$ cat src/design/motor_pool_pkg.sv
package motor_pool_pkg;

    ////////////////////////////////////////
    // pool sizing
    ////////////////////////////////////////

    // neurons in the motor pool
    localparam int POOL_SIZE    = 4;
    // ticks per counting window
    localparam int WINDOW_TICKS = 16;
    localparam int TICK_CNT_W   = $clog2(WINDOW_TICKS);

    ////////////////////////////////////////
    // widths with a meaning
    ////////////////////////////////////////

    // apb data word and byte address
    typedef logic [31:0] data_t;
    typedef logic [7:0]  addr_t;
    // synaptic current and membrane potential
    typedef logic [23:0] current_t;
    typedef logic [23:0] potential_t;
    // spike total of one window
    typedef logic [15:0] count_t;
    // tick period, clock cycles minus one
    typedef logic [15:0] period_t;
    // tick position inside a window
    typedef logic [TICK_CNT_W-1:0] tick_cnt_t;

    ////////////////////////////////////////
    // register map
    ////////////////////////////////////////

    localparam addr_t ADDR_CTRL   = 8'h00;
    localparam addr_t ADDR_PERIOD = 8'h04;
    localparam addr_t ADDR_GAIN   = 8'h08;
    localparam addr_t ADDR_THRESH = 8'h0C;
    // read only, latched window total
    localparam addr_t ADDR_COUNT  = 8'h10;

    // reset defaults
    localparam period_t    PERIOD_RESET = 16'd9;
    localparam current_t   GAIN_RESET   = 24'd0;
    localparam potential_t THRESH_RESET = 24'd1000;

    // parameters seen by the drive and the neurons
    typedef struct packed {
        logic       run;
        period_t    period;
        current_t   gain;
        potential_t threshold;
    } param_regs_t;

endpackage

$ cat src/design/apb_param_bank.sv
`timescale 1ns/1ps

module apb_param_bank (
    input  logic                        ep50trig,
    input  logic                        reset_sim,
    input  logic                        i_psel,
    input  logic                        i_penable,
    input  logic                        i_pwrite,
    input  motor_pool_pkg::addr_t       i_paddr,
    input  motor_pool_pkg::data_t       i_pwdata,
    output motor_pool_pkg::data_t       o_prdata,
    output logic                        o_pready,
    output logic                        o_pslverr,
    input  motor_pool_pkg::count_t      i_window_count,
    output motor_pool_pkg::param_regs_t o_regs
);
    import motor_pool_pkg::*;

    // access phase of an apb transfer
    logic  access;
    // address decodes to a register
    logic  addr_hit;
    // unmapped address or write to the count
    logic  bad_access;
    logic  wr_en;
    data_t rd_data;

    assign access = i_psel & i_penable;

    ////////////////////////////////////////
    // address decode and readback mux
    ////////////////////////////////////////

    always_comb
    begin
        rd_data  = '0;
        addr_hit = 1'b1;
        case (i_paddr)
            ADDR_CTRL:   rd_data = data_t'(o_regs.run);
            ADDR_PERIOD: rd_data = data_t'(o_regs.period);
            ADDR_GAIN:   rd_data = data_t'(o_regs.gain);
            ADDR_THRESH: rd_data = data_t'(o_regs.threshold);
            ADDR_COUNT:  rd_data = data_t'(i_window_count);
            default:     addr_hit = 1'b0;
        endcase
    end

    // count register takes no writes
    assign bad_access = ~addr_hit | (i_pwrite & (i_paddr == ADDR_COUNT));
    assign wr_en      = access & i_pwrite & ~bad_access;

    // zero wait states, data valid in the access cycle
    assign o_pready  = access;
    assign o_pslverr = access & bad_access;
    assign o_prdata  = (access && !i_pwrite) ? rd_data : '0;

    ////////////////////////////////////////
    // register writes
    ////////////////////////////////////////

    // write lands on the edge closing the access phase
    always_ff @(posedge ep50trig or posedge reset_sim)
    begin
        if (reset_sim)
        begin
            o_regs.run       <= 1'b0;
            o_regs.period    <= PERIOD_RESET;
            o_regs.gain      <= GAIN_RESET;
            o_regs.threshold <= THRESH_RESET;
        end
        else if (wr_en)
        begin
            case (i_paddr)
                ADDR_CTRL:   o_regs.run       <= i_pwdata[0];
                ADDR_PERIOD: o_regs.period    <= period_t'(i_pwdata);
                ADDR_GAIN:   o_regs.gain      <= current_t'(i_pwdata);
                ADDR_THRESH: o_regs.threshold <= potential_t'(i_pwdata);
                default:     o_regs.run       <= o_regs.run;
            endcase
        end
    end

    ////////////////////////////////////////
    // protocol checks
    ////////////////////////////////////////

    // setup is always followed by a ready access phase
    a_ready_after_setup: assert property (
        @(posedge ep50trig) disable iff (reset_sim)
        (i_psel && !i_penable) |=> (i_penable && o_pready)
    );

    // error only in an access phase that follows its setup
    a_slverr_in_access: assert property (
        @(posedge ep50trig) disable iff (reset_sim)
        o_pslverr |-> (access && $past(i_psel && !i_penable))
    );

endmodule

$ cat src/design/afferent_drive.sv
`timescale 1ns/1ps

module afferent_drive (
    input  logic                                                 ep50trig,
    input  logic                                                 reset_sim,
    input  motor_pool_pkg::param_regs_t                          i_regs,
    output logic                                                 o_tick,
    output logic                                                 o_run_start,
    output motor_pool_pkg::current_t [motor_pool_pkg::POOL_SIZE-1:0] o_current
);
    import motor_pool_pkg::*;

    // cycle divider toward the next tick
    period_t div_cnt;
    // run delayed one cycle, for the edge detect
    logic    run_q;
    logic    run_rise;
    logic    div_wrap;

    ////////////////////////////////////////
    // run edge and tick divider
    ////////////////////////////////////////

    assign run_rise    = i_regs.run & ~run_q;
    assign o_run_start = run_rise;
    // period shrunk below the count also wraps
    assign div_wrap    = (div_cnt >= i_regs.period);

    always_ff @(posedge ep50trig or posedge reset_sim)
    begin
        if (reset_sim)
        begin
            run_q   <= 1'b0;
            div_cnt <= '0;
        end
        else
        begin
            run_q <= i_regs.run;
            // restart the divider on a new run
            if (!i_regs.run || run_rise || div_wrap)
                div_cnt <= '0;
            else
                div_cnt <= div_cnt + period_t'(1);
        end
    end

    // one cycle tick every period+1 cycles
    assign o_tick = i_regs.run & run_q & div_wrap;

    ////////////////////////////////////////
    // per neuron synaptic current
    ////////////////////////////////////////

    // neuron k sees gain * (k+1)
    always_comb
    begin
        for (int k = 0; k < POOL_SIZE; k++)
        begin
            o_current[k] = current_t'(i_regs.gain * current_t'(k + 1));
        end
    end

    // tick only once run has been on for a cycle
    a_tick_needs_run: assert property (
        @(posedge ep50trig) disable iff (reset_sim)
        $rose(o_tick) |-> (i_regs.run && $past(i_regs.run))
    );

endmodule

$ cat src/design/lif_neuron.sv
`timescale 1ns/1ps

module lif_neuron (
    input  logic                          ep50trig,
    input  logic                          reset_sim,
    input  logic                          i_tick,
    input  logic                          i_clear,
    input  motor_pool_pkg::current_t      i_current,
    input  motor_pool_pkg::potential_t    i_threshold,
    output logic                          o_spike
);
    import motor_pool_pkg::*;

    // membrane potential, no leak
    potential_t pot;
    // one extra bit so the sum never wraps
    logic [$bits(potential_t):0] acc;
    logic fire;

    always_comb
    begin
        acc  = {1'b0, pot} + {1'b0, i_current};
        fire = (acc >= {1'b0, i_threshold});
    end

    ////////////////////////////////////////
    // integrate and fire
    ////////////////////////////////////////

    always_ff @(posedge ep50trig or posedge reset_sim)
    begin
        if (reset_sim)
        begin
            pot     <= '0;
            o_spike <= 1'b0;
        end
        else if (i_clear)
        begin
            pot     <= '0;
            o_spike <= 1'b0;
        end
        else if (i_tick)
        begin
            // keep the remainder above threshold
            o_spike <= fire;
            pot     <= fire ? potential_t'(acc - {1'b0, i_threshold}) : potential_t'(acc);
        end
        else
            o_spike <= 1'b0;
    end

    // outside a spike cycle the potential sits under threshold
    a_below_threshold: assert property (
        @(posedge ep50trig) disable iff (reset_sim)
        !o_spike |-> (pot < i_threshold)
    );

endmodule

$ cat src/design/spike_window_counter.sv
`timescale 1ns/1ps

module spike_window_counter (
    input  logic                                 ep50trig,
    input  logic                                 reset_sim,
    input  logic                                 i_tick,
    input  logic                                 i_clear,
    input  logic [motor_pool_pkg::POOL_SIZE-1:0] i_spikes,
    output motor_pool_pkg::count_t               o_window_count,
    output logic                                 o_window_done
);
    import motor_pool_pkg::*;

    // ticks seen in the current window
    tick_cnt_t tick_cnt;
    // last tick of the window was one cycle ago
    logic      window_end;
    // running total of the window
    count_t    sum;
    // spikes arriving this cycle
    count_t    pop;

    always_comb
    begin
        pop = '0;
        for (int k = 0; k < POOL_SIZE; k++)
        begin
            pop = pop + count_t'(i_spikes[k]);
        end
    end

    ////////////////////////////////////////
    // window sum and latch
    ////////////////////////////////////////

    always_ff @(posedge ep50trig or posedge reset_sim)
    begin
        if (reset_sim)
        begin
            tick_cnt       <= '0;
            window_end     <= 1'b0;
            sum            <= '0;
            o_window_count <= '0;
            o_window_done  <= 1'b0;
        end
        else
        begin
            o_window_done <= 1'b0;
            if (i_clear)
            begin
                // fresh run, drop the partial window
                tick_cnt   <= '0;
                window_end <= 1'b0;
                sum        <= '0;
            end
            else
            begin
                window_end <= 1'b0;
                if (i_tick)
                begin
                    if (tick_cnt == tick_cnt_t'(WINDOW_TICKS - 1))
                    begin
                        tick_cnt   <= '0;
                        window_end <= 1'b1;
                    end
                    else
                        tick_cnt <= tick_cnt + tick_cnt_t'(1);
                end
                // spikes of the last tick land now
                if (window_end)
                begin
                    o_window_count <= sum + pop;
                    sum            <= '0;
                    o_window_done  <= 1'b1;
                end
                else
                    sum <= sum + pop;
            end
        end
    end

    // spikes land only in the cycle right after a tick
    a_spikes_follow_tick: assert property (
        @(posedge ep50trig) disable iff (reset_sim)
        (i_spikes != '0) |-> $past(i_tick)
    );

endmodule

$ cat src/design/motor_pool_top.sv
`timescale 1ns/1ps

module motor_pool_top (
    input  logic                                 ep50trig,
    input  logic                                 reset_sim,
    input  logic                                 i_psel,
    input  logic                                 i_penable,
    input  logic                                 i_pwrite,
    input  motor_pool_pkg::addr_t                i_paddr,
    input  motor_pool_pkg::data_t                i_pwdata,
    output motor_pool_pkg::data_t                o_prdata,
    output logic                                 o_pready,
    output logic                                 o_pslverr,
    output logic [motor_pool_pkg::POOL_SIZE-1:0] o_spikes,
    output logic                                 o_window_done
);
    import motor_pool_pkg::*;

    ////////////////////////////////////////
    // internal nets
    ////////////////////////////////////////

    param_regs_t               regs;
    logic                      tick;
    logic                      run_start;
    current_t [POOL_SIZE-1:0]  current;
    count_t                    window_count;

    // host registers
    apb_param_bank apb_param_bank_inst (
        .ep50trig       (ep50trig),
        .reset_sim      (reset_sim),
        .i_psel         (i_psel),
        .i_penable      (i_penable),
        .i_pwrite       (i_pwrite),
        .i_paddr        (i_paddr),
        .i_pwdata       (i_pwdata),
        .o_prdata       (o_prdata),
        .o_pready       (o_pready),
        .o_pslverr      (o_pslverr),
        .i_window_count (window_count),
        .o_regs         (regs)
    );

    // ticks and synaptic drive
    afferent_drive afferent_drive_inst (
        .ep50trig    (ep50trig),
        .reset_sim   (reset_sim),
        .i_regs      (regs),
        .o_tick      (tick),
        .o_run_start (run_start),
        .o_current   (current)
    );

    // the motoneuron pool
    generate
        for (genvar k = 0; k < POOL_SIZE; k++)
        begin : g_neuron
            lif_neuron lif_neuron_inst (
                .ep50trig    (ep50trig),
                .reset_sim   (reset_sim),
                .i_tick      (tick),
                .i_clear     (run_start),
                .i_current   (current[k]),
                .i_threshold (regs.threshold),
                .o_spike     (o_spikes[k])
            );
        end
    endgenerate

    // pool total per window
    spike_window_counter spike_window_counter_inst (
        .ep50trig       (ep50trig),
        .reset_sim      (reset_sim),
        .i_tick         (tick),
        .i_clear        (run_start),
        .i_spikes       (o_spikes),
        .o_window_count (window_count),
        .o_window_done  (o_window_done)
    );

endmodule

$ cat config.mk
export PLATFORM = sky130hd
export DESIGN_NAME = motor_pool_top
export DESIGN_NICKNAME = d
export VERILOG_FILES = /design/src/design/motor_pool_pkg.sv /design/src/design/apb_param_bank.sv /design/src/design/afferent_drive.sv /design/src/design/lif_neuron.sv /design/src/design/spike_window_counter.sv /design/src/design/motor_pool_top.sv
export SDC_FILE = /design/constraint.sdc
export NUM_CORES = 1
export LEC_CHECK = 0
export BUFFER_PORTS_ARGS = -buffer_cell sky130_fd_sc_hd__buf_2
export CORE_MARGIN = 3
export CORE_UTILIZATION = 35
export CTS_CLUSTER_DIAMETER = 40
export DETAILED_ROUTE_END_ITERATION = 16
export MAX_ROUTING_LAYER = met4
export PLACE_DENSITY_LB_ADDON = 0.1
export SLEW_MARGIN = 20
export SYNTH_ARGS = -nofsm -noshare
export SYNTH_HDL_FRONTEND = slang
export SYNTH_HIERARCHICAL = 1
export SYNTH_SLANG_ARGS = --single-unit
$ cat constraint.sdc
create_clock -name ep50trig -period 6.45 [get_ports ep50trig]
set_clock_uncertainty 0.15 [all_clocks]
set_input_delay 0.9675 -clock ep50trig [delete_from_list [all_inputs] [get_ports ep50trig]]
set_output_delay 0.9675 -clock ep50trig [all_outputs]
set_load 0.01 [all_outputs]
# == Word level (Yosys, flattened, before mapping) ==
# Cells that the tools add are included.
# classes
n_lt_le_gt_ge,5
n_bitwise,13
n_mux,34
n_mul,1
add_sub_neg,14
n_reduce_logical,13
eq_ne,5
# op_table
cell,n
24-bit 2-to-1 mux,13
24-bit one-hot mux with 5 select lines,1
24-bit by 24-bit adder with 25-bit output,4
25-bit by 24-bit >= comparator with 1-bit output,4
24-bit subtractor,4
16-bit 2-to-1 mux,3
16-bit by 1-bit adder with 16-bit output,2
24-bit by 2-bit multiplier with 24-bit output (second input constant),1
16-bit by 1-bit adder with 16-bit output (second input constant),1
16-bit adder,1
8-bit by 4-bit == test with 1-bit output (second input constant),2
16-bit >= comparator,1
1-bit 2-to-1 mux,14
4-bit 2-to-1 mux,3
2-bit AND reduction,5
1-bit bitwise AND,8
8-bit by 3-bit == test with 1-bit output (second input constant),1
8-bit by 5-bit == test with 1-bit output (second input constant),1
8-bit logical NOT,1
5-bit OR reduction,1
4-bit by 1-bit adder with 4-bit output (second input constant),1
4-bit == test (second input constant),1
1-bit NOT,4
1-bit by 1-bit adder with 2-bit output,1
5 further kinds,7
# totals
output_inout_bits,39
word_cells,104
in_bits,45
ff_bits,220

# == Logic depth before layout (Yosys ltp) ==
# Gate-level depths: netlist of the first run.
# depth
word_depth,8
depth_mapped,28
mapped_depth_nobuf,24

# == Modules after synthesis ==
# Netlist of the first run, hierarchy kept.
# by_module_without_submodules
mod,area_per_inst_um2,seq_area_each_um2,cells_each,n_inst
lif_neuron at g_neuron[1].lif_neuron_inst ...,4252.8,625.6,557,2
lif_neuron at g_neuron[0].lif_neuron_inst,4181.5,625.6,560,1
lif_neuron at g_neuron[3].lif_neuron_inst,3684.8,625.6,458,1
apb_param_bank,3347.0,1636.6,260,1
afferent_drive,2829.0,425.4,357,1
spike_window_counter,1691.6,950.9,160,1

# == Least setup slack after synthesis of the first run ==
# Ideal clock, no wire load.
# synth_timing
path_type,register to register
start,register apb_param_bank_inst/o_regs[25] (netlist bit)
end,register g_neuron[2].lif_neuron_inst.pot[10]
t_arrival_ns,5.338
path_slack_ns,0.814
required_ns,6.152
setup_ns,0.148
n_path_buf,2
path_stages_with_launch,26
period_less_slack_ns,5.636
path_cell_list,dfrtp_1 -> ha_1 -> fa_1 -> a21o_1 -> a221oi_2 -> o21ai_0 -> a211oi_1 -> o31ai_1 -> xor2_1 -> ha_1 -> and2_1 -> o21ai_0 -> a21boi_0 -> o21ai_0 -> a211o_1 -> a221oi_1 -> ha_1 -> clkbuf_1 -> nand4_1 -> nor4_1 -> a311oi_1 -> nand2_1 -> a311o_1 -> buf_6 -> o31ai_1 -> a311oi_1
# synth_rtl
element,line_no,source
start: declaration,apb_param_bank.sv:15,output motor_pool_pkg::param_regs_t o_regs
end signal: assignment,lif_neuron.sv:46,"pot <= fire ? potential_t'(acc - {1'b0, i_threshold}) : potential_t'(acc);"
end: declaration,lif_neuron.sv:15,potential_t pot;

==> run metrics, run 1 <==
Pre-antenna DRT Iters 5; DIE HEIGHT between 200 and 300 µm; Seq/Total Area, Yosys 0.2275; CTS root buf clkbuf_16; Row Count 95; starting density of the core 0.3571; CORE AREA 67,870 µm²; top cell type's share of synthesized area 0.2189; max_cap viols 0; Final Hold Fails 0; hold-fix buffers at CTS 0; flops & latches, synth 220; initial detailed-routing violation count 1,623; antenna violations before repair 2; multiplexer share of the synthesized area 0.05570; post-route clock period utilization 0.9396; H-tree levels 3; Adder-Cell Fraction of Synth Area 0.1302; post-synth top area cell dfrtp_1; Worst-Margin Slew between 1 and 1.5 ns; DRC violations left 0; routed wire length about 88,000 µm; Crit. Startpoint apb_param_bank_inst/o_regs[25]$_DFFE_PP0P_; fill cell count 6,873; setup violators final 0; drt wl/cell 22.49 µm; CTS sink count 220; Async SR Flop Fraction 1.000; Final min period 6.060 ns; via count 22,640; TritonCTS clock tree yes; Worst R2R Setup Slack 0.39 ns; startpoint types flop; final worst slack 0.3896 ns; Synth Cell Area 24,240 µm²; Vias/cell 5.813; main combinational cell family by area after synthesis compound AO/OA/AOI/OAI gates; status finished, final reports clean; hpwl dp 65,790 µm; Cell variety after synth 100; hold endpoint spike_window_counter_inst/o_window_count[3]$_DFFE_PP0P_; grt ovf 0; unrepaired setup endpoints after global routing true; Hold Slack 0.3303 ns; number of synthesized flops with an enable pin 0; dpl ws about 0.033 ns; WP data required around 6.8 ns; XOR/XNOR Fraction of Synth Area 0.06432; commonest non-fill, non-tap cell in the layout nor2_1; most used cells in the layout excluding fill and tap cells nor2_1 (266), ha_1 (232), dfrtp_1 (212), a21oi_1 (204), inv_1 (196); GRT Util Overall 0.2392; area delta synth->final 13.87%; max incr delay on CP 0.40 ns; placer congestion estimate 0.9049; r2r endpoint g_neuron[2].lif_neuron_inst/pot[17]$_DFFE_PP0P_; Mean Syn Cell Area 8.333 µm²; Final Util 0.4067; vias in the first global route 21,920; Main synth FF type dfrtp_1; synthesized instance count 2,909; clk slew on worst S/H paths 0.04 ns; top cells by area, synth dfrtp_1 (22%), ha_1 (12%), xnor2_1 (4.3%), a21oi_1 (4.3%), nor2_1 (4.1%); Slew HR 0.2353; compound-gate portion of the synthesized area 0.2573; Critical Setup Path Class flop to flop; Die Area 72,450 µm²; peak supply drop 0.0001945 V; n_diodes 0; fmax 165.0 MHz; Hold Path Depth 2; Hold Path Class flop to flop; Crit path arrival time 6.36 ns; IO buf count 67; largest net degree at the start of global routing 94; Leak Pwr 12.43 nW; Clock Latency Late Sink 0.58 ns; clk buf depth 3; Slew Viols, Final 0; R2R depth 27; Die Wd 269.2 µm; CP max stage cell dfrtp_1; layout cells sized above 1 0.1493; Critical Path Fanout Max 15; Ys Warns 6; # IOs 84; first-pass GRT wire length 131,500 µm; FF+latch area 5515 µm²; antenna viol nets, final 0; worst r2r src apb_param_bank_inst/o_regs[25]$_DFFE_PP0P_; simple-gate area share of the yosys netlist 0.1785; crit end category flop; PwrDens around 280 nW/µm²; hold path startpoint spike_window_counter_inst/o_window_count[3]$_DFFE_PP0P_; nets 3,212; CTS buffer count 66; multi-input logic area 16,800 µm²
[worst max-delay path by stage]
stage | to | slack [ns] | cells after the start
2_1_floorplan | g_neuron[2].lif_neuron_inst/pot[10]$_DFFE_PP0P_ | 0.81 | 25
3_3_place_gp | g_neuron[2].lif_neuron_inst/pot[20]$_DFFE_PP0P_ | 0.09 | 24
3_5_place_dp | g_neuron[2].lif_neuron_inst/pot[19]$_DFFE_PP0P_ | 0.03 | 24
4_1_cts | g_neuron[2].lif_neuron_inst/pot[19]$_DFFE_PP0P_ | 0.002 | 24
5_1_grt | g_neuron[2].lif_neuron_inst/pot[17]$_DFFE_PP0P_ | -0.008 | 27
6_report | g_neuron[2].lif_neuron_inst/pot[17]$_DFFE_PP0P_ | 0.39 | 27
[logic make-up after synthesis]
| group | Yosys count |
|---|---|
| muxes | 117 |
| DFF | 220 |
| xor gates and xnor gates | 178 |
| and+or+nand+nor | 859 |
| other | 2 |
| adders and majority gates | 245 |
| AOI/OAI and AO/OA | 881 |
| buffers and inverters | 407 |
[cell type report]
class,count,area share
repair buffers,142,0.03545
well taps,921,0.04175
multi-input cells,2291,0.6087
flip-flops and latches,220,0.1998
inverters,201,0.02733
clock inverters,40,0.02176
clock buffers,79,0.06523
[flip-flops by register name, indices dropped and copies added, names as in the netlist]
| name | flops |
|---|---|
| afferent_drive_inst/div_cnt | 16 |
| afferent_drive_inst/run_q | 1 |
| apb_param_bank_inst/o_regs | 65 |
| g_neuron.lif_neuron_inst/o_spike | 4 |
| g_neuron.lif_neuron_inst/pot | 96 |
| spike_window_counter_inst/o_window_count | 16 |
| spike_window_counter_inst/o_window_done | 1 |
| spike_window_counter_inst/sum | 16 |
| spike_window_counter_inst/tick_cnt | 4 |
| spike_window_counter_inst/window_end | 1 |
[per-stage QoR]
stage | TNS (ns) | std cells | area, µm² | power, mW
after floorplan | 0 | 2918 | 24270 | 3.604
after global placement | 0 | 3771 | 25070 | 4.146
after detailed placement | 0 | 3771 | 25080 | 4.158
after CTS | 0 | 3890 | 27480 | 7.776
after global routing | -0.01424 | 3894 | 27600 | 8.191
final | 0 | 3894 | 27600 | 7.780
[cell usage after synthesis, drive strengths merged (25+ instances only)]
cell type	number
o21ai	130
inv	201
xor2	58
nand2b	49
nor3	69
nand2	176
o31ai	49
ha	233
dfrtp	212
nor2b	25
nand4	55
buf	136
o21a	34
xnor2	120
a211oi	50
a31oi	53
a21oi	208
mux2	83
mux2i	34
nor2	266
nand3	56
o211ai	33
and2	38
a311oi	46
a21o	66
and3	32
a2111oi	26
clkbuf	70
[routing by layer]
metal  wire length (µm)  GRT usage  up-vias
met5                  0          -        -
met3               4717    0.03583      139
met4               2354    0.06659        0
met2              40520     0.3843      660
li1                   -          -    10710
met1              39980     0.3136    11130
[critical path, delay by kind of cell (launching register included)]
kind	cells	cell delay (ns)
DFF	1	0.40
and+or+nand+nor	3	0.28
adders and majority gates	4	1.28
AOI/OAI and AO/OA	15	3.02
buffers and inverters	4	0.63
xor gates and xnor gates	1	0.15
[where the power goes]
group	internal (mW)	switching [mW]
Sequential	1.46	0.0592
Clock	2.50	1.04
Combinational	1.06	1.66
Total	5.02	2.76
[timing repair]
action / CTS / global route
gates resized for setup: 0 / 18
setup buffers: 0 / 3
endpoints found under the setup margin: 0 / 25
Note: power is estimated with default switching activity, not from simulation.
==> inputs of run 2 (changes only) <==
--- a/config.mk
+++ b/config.mk
@@ -10,7 +10,6 @@
 export CORE_UTILIZATION = 35
 export CTS_CLUSTER_DIAMETER = 40
 export DETAILED_ROUTE_END_ITERATION = 16
-export MAX_ROUTING_LAYER = met4
 export PLACE_DENSITY_LB_ADDON = 0.1
 export SLEW_MARGIN = 20
 export SYNTH_ARGS = -nofsm -noshare
==> run 2 against run 1 <==
Cell count fell by 0.33%. Combinational power barely moved. Largest power group unchanged. Register-to-register slack got worse by 0.04 ns. Critical endpoint is now g_neuron[2].lif_neuron_inst/pot[22]$_DFFE_PP0P_. Sequential power barely moved. Hold slack improved by 0.0057 ns. Sequential share of layout area rose by 0.24 points. Clock power fell by 11%. Global-route usage fell by 0.73 points. Utilization fell by 0.48 points. Non-clock buffer count did not move.
==> run metrics, run 2 (synthesized netlist as in run 1, its figures left out) <==
clk buf depth 3 (unchanged); Final Util 0.4019 (was 0.4067); Top reg by flops g_neuron.lif_neuron_inst/pot (unchanged); CTS sink count 220 (unchanged); grt ovf 0 (unchanged); area delta synth->final 12.52% (was 13.87%); most used cells in the layout excluding fill and tap cells nor2_1 (266), ha_1 (233), dfrtp_1 (212), a21oi_1 (203), inv_1 (197) (was nor2_1 (266), ha_1 (232), dfrtp_1 (212), a21oi_1 (204), inv_1 (196)); hpwl dp 66,170 µm (was 65,790 µm); Leak Pwr 12.30 nW (was 12.43 nW); GRT Util Overall 0.2319 (was 0.2392); logic gate share of total power 0.367 (was 0.350); setup violators final 0 (unchanged); dpl cells 3,773 (was 3,771); commonest non-fill, non-tap cell in the layout nor2_1 (unchanged); peak supply drop 0.0002243 V (was 0.0001945 V); hold path startpoint spike_window_counter_inst/o_window_count[1]$_DFFE_PP0P_ (was spike_window_counter_inst/o_window_count[3]$_DFFE_PP0P_); antenna viol nets, final 0 (unchanged); antenna violations before repair 4 (was 2); FF+latch area 5515 µm² (unchanged); layout cells sized above 1 0.1459 (was 0.1493); Critical Setup Path Class flop to flop (unchanged); Row Count 95 (unchanged); worst r2r src apb_param_bank_inst/o_regs[28]$_DFFE_PP0P_ (was apb_param_bank_inst/o_regs[25]$_DFFE_PP0P_); max_cap viols 0 (unchanged); DRC violations left 0 (unchanged); via count 22,410 (was 22,640); clk slew on worst S/H paths 0.05 ns (was 0.04 ns); Die Wd 269.2 µm (unchanged); PwrDens 270.5 nW/µm² (was 281.9 nW/µm²); largest net degree at the start of global routing 66 (was 94); Slew HR 0.2599 (was 0.2353); initial detailed-routing violation count 1,557 (was 1,623); Pwr Total 7.379 mW (was 7.780 mW); hold-fix buffers at CTS 0 (unchanged); Hold Path Class flop to flop (unchanged); fmax 163.8 MHz (was 165.0 MHz); Top Registers g_neuron.lif_neuron_inst/pot: 96 flops, apb_param_bank_inst/o_regs: 65 flops (unchanged); fill cell count 6,824 (was 6,873); Critical Path Fanout Max 29 (was 15); Psw 2.722 mW (was 2.763 mW); status finished, final reports clean (unchanged); WP data required 6.79 ns (was 6.75 ns); startpoint types flop (unchanged); routed wire length 86,940 µm (was 87,580 µm); Clock power frac 0.427 (was 0.456); DIE HEIGHT 269.2 µm (unchanged); max FFs per register 96 (unchanged); sequential power share 0.205 (was 0.195); setup_tns 0 ns (unchanged); crit end category flop (unchanged); Finished Layout Cells 3,881 (was 3,894); n_diodes 0 (unchanged); drt wl/cell 22.40 µm (was 22.49 µm); nets 3,202 (was 3,212); Die Area 72,450 µm² (unchanged); IO buf count 67 (unchanged); Pre-antenna DRT Iters 7 (was 5); multi-input logic area 16,810 µm² (was 16,800 µm²); Vias/cell 5.774 (was 5.813); Hold Path Depth 2 (unchanged); TritonCTS clock tree yes (unchanged); CTS buffer count 56 (was 66); Worst-Margin Slew 1.107 ns (was 1.144 ns); first-pass GRT wire length 131,400 µm (was 131,500 µm); H-tree levels 2 (was 3); post-route clock period utilization 0.9465 (was 0.9396); Final min period 6.105 ns (was 6.060 ns); vias in the first global route 22,150 (was 21,920); Clock Latency Late Sink 0.62 ns (was 0.58 ns); Switching Share 0.3689 (was 0.3551); Crit. Startpoint apb_param_bank_inst/o_regs[28]$_DFFE_PP0P_ (was apb_param_bank_inst/o_regs[25]$_DFFE_PP0P_); Final Hold Fails 0 (unchanged); Crit path arrival time 6.44 ns (was 6.36 ns); # IOs 84 (unchanged); P_int 4.657 mW (was 5.018 mW); CTS root buf clkbuf_16 (unchanged); placer congestion estimate 0.8981 (was 0.9049); CORE AREA 67,870 µm² (unchanged); Slew Viols, Final 0 (unchanged); R2R depth 24 (was 27); unrepaired setup endpoints after global routing false (was true); starting density of the core 0.3571 (unchanged)
-- run 2: cell count changes in the layout (fill, tap and decap cells not counted), moves of 2 or more --
cell / previous run / this run
clkbuf_16: 67 / 57
inv_8: 0 / 6
clkinvlp_4: 8 / 3
clkbuf_8: 10 / 6
buf_4: 69 / 72
buf_12: 5 / 3
bufinv_16: 13 / 11
clkinv_4: 2 / 4
inv_6: 6 / 4
-- run 2: area by class of cell --
| type | instances | share of cell area |
|---|---|---|
| clock buffer | 67 | 0.05587 |
| clock inverter | 39 | 0.02133 |
| inverter | 201 | 0.02766 |
| multi-input combinational | 2291 | 0.6164 |
| sequential | 220 | 0.2022 |
| tap | 921 | 0.04225 |
| timing repair buffer | 142 | 0.03431 |
-- run 2: path summary, 6_finish.rpt --
check	endpoint	slack (ns)
max reg2reg	g_neuron[2].lif_neuron_inst/pot[22]$_DFFE_PP0P_	0.34
min	spike_window_counter_inst/o_window_count[1]$_DFFE_PP0P_	0.34
min in group asynchronous	g_neuron[1].lif_neuron_inst/pot[5]$_DFFE_PP0P_	0.46
min reg2reg	spike_window_counter_inst/o_window_count[1]$_DFFE_PP0P_	0.34
max in group asynchronous	apb_param_bank_inst/o_regs[45]$_DFFE_PP0P_	4.87
max	g_neuron[2].lif_neuron_inst/pot[22]$_DFFE_PP0P_	0.34
-- run 2: worst max-delay path, stage by stage (launching register included) --
cell and delay, ns:
dfrtp_1 0.54, ha_1 0.45, a21oi_1 0.21, o211ai_2 0.19, a21o_1 0.21, a21oi_1 0.16, xnor2_1 0.09, ha_1 0.32
buf_4 0.14, o211ai_1 0.08, nor3_1 0.37, a21boi_0 0.19, o31ai_1 0.28, xor2_1 0.29, ha_1 0.39, nand2_1 0.13
nor2_1 0.08, and2_4 0.16, a311oi_2 0.32, nand2_1 0.11, buf_4 0.15, a311oi_4 0.29, buf_12 0.22, a311oi_1 0.13
a2111oi_2 0.31
-- run 2: power groups by stage --
stage / sequential, mW / clock [mW] / combinational [mW]
5_1_grt: 1.52 / 3.29 / 2.96
2_1_floorplan: 1.51 / 0 / 2.10
4_1_cts: 1.51 / 3.21 / 2.65
3_3_place_gp: 1.53 / 0 / 2.62
6_report: 1.51 / 3.15 / 2.71
3_5_place_dp: 1.53 / 0 / 2.63
-- run 2: layer usage --
metal  up-vias  global-route usage  share of wire
li1      10690                   -              -
met1     10810              0.3051           0.45
met2       711              0.3706           0.44
met3       183             0.04499          0.064
met4         8             0.09960          0.045
met5         -                   0        0.00055
-- run 2: what timing repair did --
action,CTS,global route
resized for setup,1,18
pin swaps,0,1
setup endpoints to repair,21,25
buffers inserted,0,2
-- run 2: stage by stage --
stage | cell area (µm²) | hold WS [ns] | worst slack [ns]
after floorplan | 24270 | 0.2663 | 0.8144
after global placement | 25060 | 0.3262 | -0.03855
after detailed placement | 25070 | 0.3249 | -0.09691
after CTS | 27180 | 0.3385 | 0.07941
after global routing | 27270 | 0.3653 | 0.005280
final | 27270 | 0.3360 | 0.3449
